File: src/include/mipsParams_params.svh
//==================================================
// MIPS core parameters
// word width, register file sizing, SRAM address
// width and the opcode and function encodings
//==================================================
`ifndef MIPS_PARAMS_SVH
`define MIPS_PARAMS_SVH

// datapath sizing
`define DATA_WIDTH       32
`define REG_ADDR_WIDTH   5
`define REG_COUNT        (1 << `REG_ADDR_WIDTH)
`define LINK_REG         31
// SRAM word address, 128 words
`define DMEM_ADDR_WIDTH  7

// opcodes, ir[31:26]
`define OP_RTYPE  6'b000000
`define OP_LW     6'b100011
`define OP_SW     6'b101011
`define OP_BEQ    6'b000100
`define OP_J      6'b000010
`define OP_JAL    6'b000011

// R-type function field, ir[5:0]
`define FN_ADD    6'b100000
`define FN_SUB    6'b100010
`define FN_AND    6'b100100
`define FN_OR     6'b100101
`define FN_SLT    6'b101010

`endif

File: src/design/mipsPkg.sv
//==================================================
// MIPS core types
// ALU operation and ALU operation class encodings
//==================================================
`default_nettype none

package mipsPkg;

  // operation the ALU actually performs
  typedef enum logic [2:0] {
    opAdd  = 3'd0,
    opSub  = 3'd1,
    opAnd  = 3'd2,
    opOr   = 3'd3,
    opSlt  = 3'd4,
    // unknown function field, result forced to zero
    opNone = 3'd7
  } aluOpT;

  // how the operation gets picked
  typedef enum logic [1:0] {
    // lw and sw address calculation
    clsMemAddr   = 2'd0,
    // beq compare through subtraction
    clsBranchCmp = 2'd1,
    // taken from the function field
    clsRType     = 2'd2
  } aluClassT;

endpackage

`default_nettype wire

File: src/design/alu.sv
//==================================================
// ALU
// resolves the operation from class and function,
// selects the second operand and computes the
// result with its zero flag
//==================================================
`default_nettype none

`include "mipsParams_params.svh"

module alu
  import mipsPkg::*;
(
  input  aluClassT                aluClass,
  input  logic [5:0]              funct,
  input  logic [15:0]             immediate,
  input  logic                    aluSrc,
  input  logic [`DATA_WIDTH-1:0]  operandA,
  input  logic [`DATA_WIDTH-1:0]  operandB,
  output logic [`DATA_WIDTH-1:0]  result,
  output logic                    zero
);

  aluOpT                   aluOp;
  logic [`DATA_WIDTH-1:0]  immExt;
  logic [`DATA_WIDTH-1:0]  srcB;

  // sign-extended immediate for lw and sw offsets
  assign immExt = {{(`DATA_WIDTH-16){immediate[15]}}, immediate};
  assign srcB   = aluSrc ? immExt : operandB;

  //==================================================
  // operation select
  always_comb begin
    case (aluClass)
      clsMemAddr:   aluOp = opAdd;
      clsBranchCmp: aluOp = opSub;
      clsRType: begin
        case (funct)
          `FN_ADD: aluOp = opAdd;
          `FN_SUB: aluOp = opSub;
          `FN_AND: aluOp = opAnd;
          `FN_OR:  aluOp = opOr;
          `FN_SLT: aluOp = opSlt;
          default: aluOp = opNone;
        endcase
      end
      default: aluOp = opNone;
    endcase
  end

  //==================================================
  // arithmetic
  always_comb begin
    case (aluOp)
      opAdd: result = operandA + srcB;
      opSub: result = operandA - srcB;
      opAnd: result = operandA & srcB;
      opOr:  result = operandA | srcB;
      // signed compare, so negative values order correctly
      opSlt: result = {{(`DATA_WIDTH-1){1'b0}}, ($signed(operandA) < $signed(srcB))};
      default: result = '0;
    endcase
  end

  assign zero = (result == '0);

endmodule

`default_nettype wire

File: src/design/mainDecoder.sv
//==================================================
// Main decoder
// maps the opcode onto the datapath control levels
// for one single-cycle instruction
//==================================================
`default_nettype none

`include "mipsParams_params.svh"

module mainDecoder
  import mipsPkg::*;
(
  input  logic [5:0] opcode,
  output logic       regDst,
  output logic       aluSrc,
  output logic       memToReg,
  output logic       regWrite,
  output logic       memWrite,
  output logic       branch,
  output logic       jump,
  output logic       link,
  output aluClassT   aluClass
);

  always_comb begin
    // safe defaults: nothing written, no redirect
    regDst   = 1'b0;
    aluSrc   = 1'b0;
    memToReg = 1'b0;
    regWrite = 1'b0;
    memWrite = 1'b0;
    branch   = 1'b0;
    jump     = 1'b0;
    link     = 1'b0;
    aluClass = clsMemAddr;
    case (opcode)
      `OP_RTYPE: begin
        // rd <= rs op rt
        regDst   = 1'b1;
        regWrite = 1'b1;
        aluClass = clsRType;
      end
      `OP_LW: begin
        // rt <= mem[rs + imm]
        aluSrc   = 1'b1;
        memToReg = 1'b1;
        regWrite = 1'b1;
      end
      `OP_SW: begin
        aluSrc   = 1'b1;
        memWrite = 1'b1;
      end
      `OP_BEQ: begin
        // zero flag from rs - rt decides
        branch   = 1'b1;
        aluClass = clsBranchCmp;
      end
      `OP_J: jump = 1'b1;
      `OP_JAL: begin
        // return address goes to the link register
        jump     = 1'b1;
        link     = 1'b1;
        regWrite = 1'b1;
      end
      default: ;
    endcase
  end

endmodule

`default_nettype wire

File: src/design/mipsCore.sv
//==================================================
// Single-cycle MIPS core
// decoder, PC, register file and ALU wired to the
// instruction memory and the data SRAM ports
//==================================================
`default_nettype none

`include "mipsParams_params.svh"

module mipsCore
  import mipsPkg::*;
(
  input  logic                        clk,
  input  logic                        rst,
  input  logic [`DATA_WIDTH-1:0]      ir,
  input  logic [`DATA_WIDTH-1:0]      readDataMem,
  output logic [`DATA_WIDTH-1:0]      irAddr,
  output logic [`DATA_WIDTH-1:0]      rfWriteData,
  output logic [`DATA_WIDTH-1:0]      writeDataMem,
  output logic [`DMEM_ADDR_WIDTH-1:0] dataAddr,
  output logic                        wen
);

  // control levels
  logic     regDst, aluSrc, memToReg, regWrite;
  logic     memWrite, branch, jump, link;
  aluClassT aluClass;

  // datapath
  logic [`DATA_WIDTH-1:0] rsData, rtData;
  logic [`DATA_WIDTH-1:0] aluResult, linkAddr;
  logic                   zero;

  //==================================================
  // blocks, ir fields sliced at the ports
  mainDecoder decoder (
    .opcode(ir[31:26]), .regDst(regDst), .aluSrc(aluSrc),
    .memToReg(memToReg), .regWrite(regWrite), .memWrite(memWrite),
    .branch(branch), .jump(jump), .link(link), .aluClass(aluClass)
  );

  programCounter pcUnit (
    .clk(clk), .rst(rst), .branch(branch), .jump(jump), .zero(zero),
    .immediate(ir[15:0]), .target(ir[25:0]), .pc(irAddr), .linkAddr(linkAddr)
  );

  registerFile regFile (
    .clk(clk), .rst(rst), .regWrite(regWrite), .regDst(regDst),
    .memToReg(memToReg), .link(link),
    .rsIdx(ir[25:21]), .rtIdx(ir[20:16]), .rdIdx(ir[15:11]),
    .aluResult(aluResult), .memData(readDataMem), .linkAddr(linkAddr),
    .rsData(rsData), .rtData(rtData), .writeData(rfWriteData)
  );

  alu aluUnit (
    .aluClass(aluClass), .funct(ir[5:0]), .immediate(ir[15:0]), .aluSrc(aluSrc),
    .operandA(rsData), .operandB(rtData), .result(aluResult), .zero(zero)
  );

  //==================================================
  // SRAM port, byte address turned into word address
  assign dataAddr     = aluResult[`DMEM_ADDR_WIDTH+1:2];
  assign writeDataMem = rtData;
  // active-low write strobe, low only for sw
  assign wen          = ~memWrite;

endmodule

`default_nettype wire

File: src/design/programCounter.sv
//==================================================
// Program counter
// PC register with sequential, branch and jump
// next-address selection and the jal link address
//==================================================
`default_nettype none

`include "mipsParams_params.svh"

module programCounter (
  input  logic                    clk,
  input  logic                    rst,
  input  logic                    branch,
  input  logic                    jump,
  input  logic                    zero,
  input  logic [15:0]             immediate,
  input  logic [25:0]             target,
  output logic [`DATA_WIDTH-1:0]  pc,
  output logic [`DATA_WIDTH-1:0]  linkAddr
);

  logic [`DATA_WIDTH-1:0] pcPlus4;
  logic [`DATA_WIDTH-1:0] branchOffset;
  logic [`DATA_WIDTH-1:0] pcNext;

  assign pcPlus4  = pc + `DATA_WIDTH'd4;
  // jal return address, skips the delay slot
  assign linkAddr = pc + `DATA_WIDTH'd8;

  // word offset, sign-extended then shifted by 2
  assign branchOffset = {{(`DATA_WIDTH-18){immediate[15]}}, immediate, 2'b00};

  // jump wins over a taken branch
  always_comb begin
    if (jump)
      pcNext = {pcPlus4[31:28], target, 2'b00};
    else if (branch && zero)
      pcNext = pcPlus4 + branchOffset;
    else
      pcNext = pcPlus4;
  end

  always_ff @(posedge clk or negedge rst) begin
    if (!rst)
      pc <= '0;
    else
      pc <= pcNext;
  end

endmodule

`default_nettype wire

File: src/design/registerFile.sv
//==================================================
// Register file
// 32 x 32 registers, two combinational reads, one
// write per cycle, with destination and write-back
// source selection
//==================================================
`default_nettype none

`include "mipsParams_params.svh"

module registerFile (
  input  logic                       clk,
  input  logic                       rst,
  input  logic                       regWrite,
  input  logic                       regDst,
  input  logic                       memToReg,
  input  logic                       link,
  input  logic [`REG_ADDR_WIDTH-1:0] rsIdx,
  input  logic [`REG_ADDR_WIDTH-1:0] rtIdx,
  input  logic [`REG_ADDR_WIDTH-1:0] rdIdx,
  input  logic [`DATA_WIDTH-1:0]     aluResult,
  input  logic [`DATA_WIDTH-1:0]     memData,
  input  logic [`DATA_WIDTH-1:0]     linkAddr,
  output logic [`DATA_WIDTH-1:0]     rsData,
  output logic [`DATA_WIDTH-1:0]     rtData,
  output logic [`DATA_WIDTH-1:0]     writeData
);

  logic [`DATA_WIDTH-1:0]     regs [`REG_COUNT];
  logic [`REG_ADDR_WIDTH-1:0] destIdx;

  // jal targets the link register, R-type uses rd, lw uses rt
  assign destIdx = link   ? `REG_ADDR_WIDTH'(`LINK_REG) :
                   regDst ? rdIdx : rtIdx;

  // write-back source
  assign writeData = link     ? linkAddr :
                     memToReg ? memData  : aluResult;

  //==================================================
  // storage, $zero never written
  always_ff @(posedge clk or negedge rst) begin
    if (!rst) begin
      for (int i = 0; i < `REG_COUNT; i++)
        regs[i] <= '0;
    end else if (regWrite && (destIdx != '0)) begin
      regs[destIdx] <= writeData;
    end
  end

  // reads are combinational, register 0 hardwired to zero
  assign rsData = (rsIdx == '0) ? '0 : regs[rsIdx];
  assign rtData = (rtIdx == '0) ? '0 : regs[rtIdx];

endmodule

`default_nettype wire

File: config.mk
export PLATFORM = sky130hd
export DESIGN_NAME = mipsCore
export DESIGN_NICKNAME = d
export VERILOG_FILES = /design/src/design/mipsPkg.sv /design/src/design/alu.sv /design/src/design/mainDecoder.sv /design/src/design/mipsCore.sv /design/src/design/programCounter.sv /design/src/design/registerFile.sv
export VERILOG_INCLUDE_DIRS = /design/src /design/src/include
export SDC_FILE = /design/constraint.sdc
export NUM_CORES = 2
export LEC_CHECK = 0
export BUFFER_PORTS_ARGS = -buffer_cell sky130_fd_sc_hd__buf_4
export CORE_ASPECT_RATIO = 1.5
export CORE_MARGIN = 2
export CORE_UTILIZATION = 58
export CTS_CLUSTER_DIAMETER = 80
export DETAILED_ROUTE_END_ITERATION = 7
export PLACE_DENSITY = 0.78
export SETUP_SLACK_MARGIN = 0.05
export SYNTH_ARGS = -nofsm -noshare
export SYNTH_HDL_FRONTEND = slang
export SYNTH_SLANG_ARGS = --single-unit
export TNS_END_PERCENT = 10
File: constraint.sdc
create_clock -name clk -period 9.69 [get_ports clk]
set_input_delay 1.938 -clock clk [delete_from_list [all_inputs] [get_ports clk]]
set_output_delay 1.938 -clock clk [all_outputs]
set_load 0.05 [all_outputs]
==> impl_metrics.ini <==
[outcome]
status = finished, final reports clean

[place]
place.gp.congestion = 1.12
dp_hpwl_um = 146000
port-buffer-count = 167
dp.cells = 7340

[critical_path]
critical_path.max_fanout = 27
crit_path_end_kind = output pin
cpPeakStageDelay_ns = 0.56
cp.arrival_ns = 7.66
path_buf_inv = 7
r2r_cells = 23
worstSetupPathDepth = 22
cp.required_ns = 7.75
critPathSlowestCell = mux4_2
crit_type = input pin to output pin
critPathTopFamily = buffers and inverters
crit_top_cell = buf_4
startpoint_type = input pin
crit_chain = buf_8 > buf_12 > buf_12 > buf_4 > mux4_2 > mux4_2 > nand2b_1 > a21oi_1 > ha_2 > nor4bb_1 > buf_4 > nand2b_1 > or4_1 > o21ai_1 > nor2_1 > o32a_1 > a22oi_1 > mux2i_1 > nand2_1 > o21ai_2 > inv_1 > buf_4

[timing]
tns_ns = 0
slew_violations = 0
fin_crit_sh = 0.990
setup_viol = 0
post-route-min-period_ns = 9.59
rsz0062_at_grt = yes
max-slew-margin-rel = 0.106
skew_ns = 0.0434
tightest_slew_ns = 1.34
holdWs_ns = 0.405
final_hold_viol_count = 0
max_freq_ghz = 0.104

[floorplanning]
rows = 147
fp.dieH_um = 405
design.core.area_um2 = 107000
pin_count = 170
die_w_um = 272
start_util = 0.584
dieArea_um2 = 110000

[logic_synthesis]
seq_area_frac_synth = 0.424
synth_area_per_cell_um2 = 10.5
syn_area_um2 = 62300
async_flop_share = 1.00
synthCells = 5925
ys_ff_latch = 1054
synth_warnings = 0
ys_types = 89
synth_edf_count = 0
ys.flop_type = dfrtp_1

[layout]
post-route-util = 0.665
multi_input_comb_area_um2 = 33700
area_growth_pct = 14.0
nets = 6240
final_common_cell = nand2_1
layout_common_cells = 1157 x nand2_1, 1054 x dfrtp_1, 1050 x o21ai_0, 640 x mux4_2, 523 x buf_4
n_fill_cell = 7639
final_cells = 7537
seq_area_um2 = 26400
drive_above_1_share = 0.249

[detailed_routing]
viasPerCell = 7.08
drt-pass1-iter-count = 8
wl_met1_um = 73300
drc = 0
vias = 53400
route.met3.wl_um = 29200
drt_iter0_markers = 7565
drt_wl_total_um = 229000
highest_layer = met4
wl_met2_um = 104000
post_drt_wl_per_cell_um = 30.4
ant_nets = 0

[clock_tree]
clkLatencyLatePin_ns = 0.74
numClockSinks = 1054
cts_tree = built
cts-buffers-inserted = 96
ctsHtreeMaxLevel = 3
clk_pin_slew_ns = 0.07
clk_path_buf_depth = 3
clockRootBuffer = clkbuf_16

[global_routing]
grt_pass1_wl_um = 338000
grt_overflow = 0
grt_pass1_vias = 53700
grt_antenna_before_repair = 2
grt_use_total = 0.418
grt_max_degree = 193

[power]
irDropWorstVdd_mv = 0.221
p_per_area_nw_per_um2 = 150
p_leak_nw = 31.1

[run]
drv_cap = 0

[worst_hold_path]
min_path_cells = 0
hp-class = register to register
[Yosys cell counts, types with 7 or more instances]
master     instances  area, um^2
xnor2_1           52         455
nand4_1           29         181
clkbuf_1         501        1880
nand2_1         1180        4430
mux4_2           640       14400
o211ai_1          21         158
nand3_1           38         190
nor3_1            67         335
o21a_1            11        82.6
xor2_1            35         307
or3_1             23         144
o2111ai_1          7        61.3
a221oi_1           8        70.1
nor3b_1           14         105
inv_1            127         477
or2_2             18         113
a221o_1           12         120
and2_1            13        81.3
buf_1             62         233
and3_1            21         131
o21ai_0         1072        5370
a21oi_1          155         776
o21bai_1           9        67.6
a211oi_1          57         428
a21o_1            39         293
nand2b_1          51         319
o31ai_1           10        75.1
nor4b_1            7        61.3
or4_1              9        67.6
o221ai_1          11        96.3
ha_1             130        1630
a31oi_1            7        43.8
mux2i_1           52         521
nor2_1           225         845
nor2b_1           27         169
dfrtp_1         1054       26400
[cell type report]
class                      count  area share
inverter                     130     0.00687
sequential                  1054       0.372
antenna                        1   0.0000352
multi-input combinational   4167       0.475
tap                         1415      0.0249
timing repair buffer         592      0.0745
clock buffer                 132      0.0382
clock inverter                46     0.00913
[routing by layer]
metal | track usage | vias up
met2 | 0.635 | 4080
met3 | 0.128 | 1220
met1 | 0.492 | 26400
met5 | 0 | -
met4 | 0.342 | 0
li1 | - | 21700
[final timing paths]
kind	from	to	slack (ns)
setup / recovery	ir[21]	rfWriteData[30]	0.1
hold / removal	regFile.regs[1004]	regFile.regs[1004]	0.40
max in group asynchronous	rst	pcUnit.pc[17]	6.22
hold reg to reg	regFile.regs[1004]	regFile.regs[1004]	0.40
setup reg to reg	regFile.regs[132]	pcUnit.pc[20]	2.80
min in group asynchronous	rst	regFile.regs[1019]	1.21
[logic make-up (layout without fill, tap and decap cells)]
family / count (synthesis) / in the layout / share of synthesized area
compound gates: 1489 / 1489 / 0.133
xor+xnor: 87 / 87 / 0.0122
mux: 698 / 698 / 0.241
simple gates: 1758 / 1758 / 0.120
fa+ha+maj: 133 / 133 / 0.0271
buf+inv: 705 / 900 / 0.0431
flops: 1054 / 1054 / 0.424
other cells: 1 / 3 / 0.0000602
[through the flow]
step	setup slack [ns]	total power, W	instance area, um^2
after floorplan	-0.0255	0.00582	62300
after global placement	-0.187	0.00653	67200
after detailed placement	-0.153	0.00656	67200
after CTS	0.0479	0.0106	70600
after global routing	-0.00828	0.0109	71000
final	0.0954	0.0107	71000
[sequential cells by signal, indices dropped and copies added (netlist names)]
signal / flops
regFile.regs: 1024
pcUnit.pc: 30
[what timing repair did]
action	4_1_cts	5_1_grt
hold buffers	0	0
buffers inserted	0	16
resized for setup	11	38
endpoints found under the setup margin	8	20
cloned	0	2
pin swaps	1	2
[power by group]
part	internal (W)	switching (W)	leakage (nW)
clock	0.00225	0.00185	1.60
combinational	0.000699	0.00122	14.8
sequential	0.00447	0.000158	14.6
total	0.00743	0.00323	31.1
[worst reg2reg max path, delay by kind of cell, from the launching register on]
kind | cells | cell delay, ns
compound gates | 5 | 1.22
fa+ha+maj | 1 | 0.22
buf+inv | 5 | 0.79
flops | 1 | 0.40
mux | 4 | 1.42
simple gates | 8 | 2.76
Note: power is estimated with default switching activity, not from simulation.
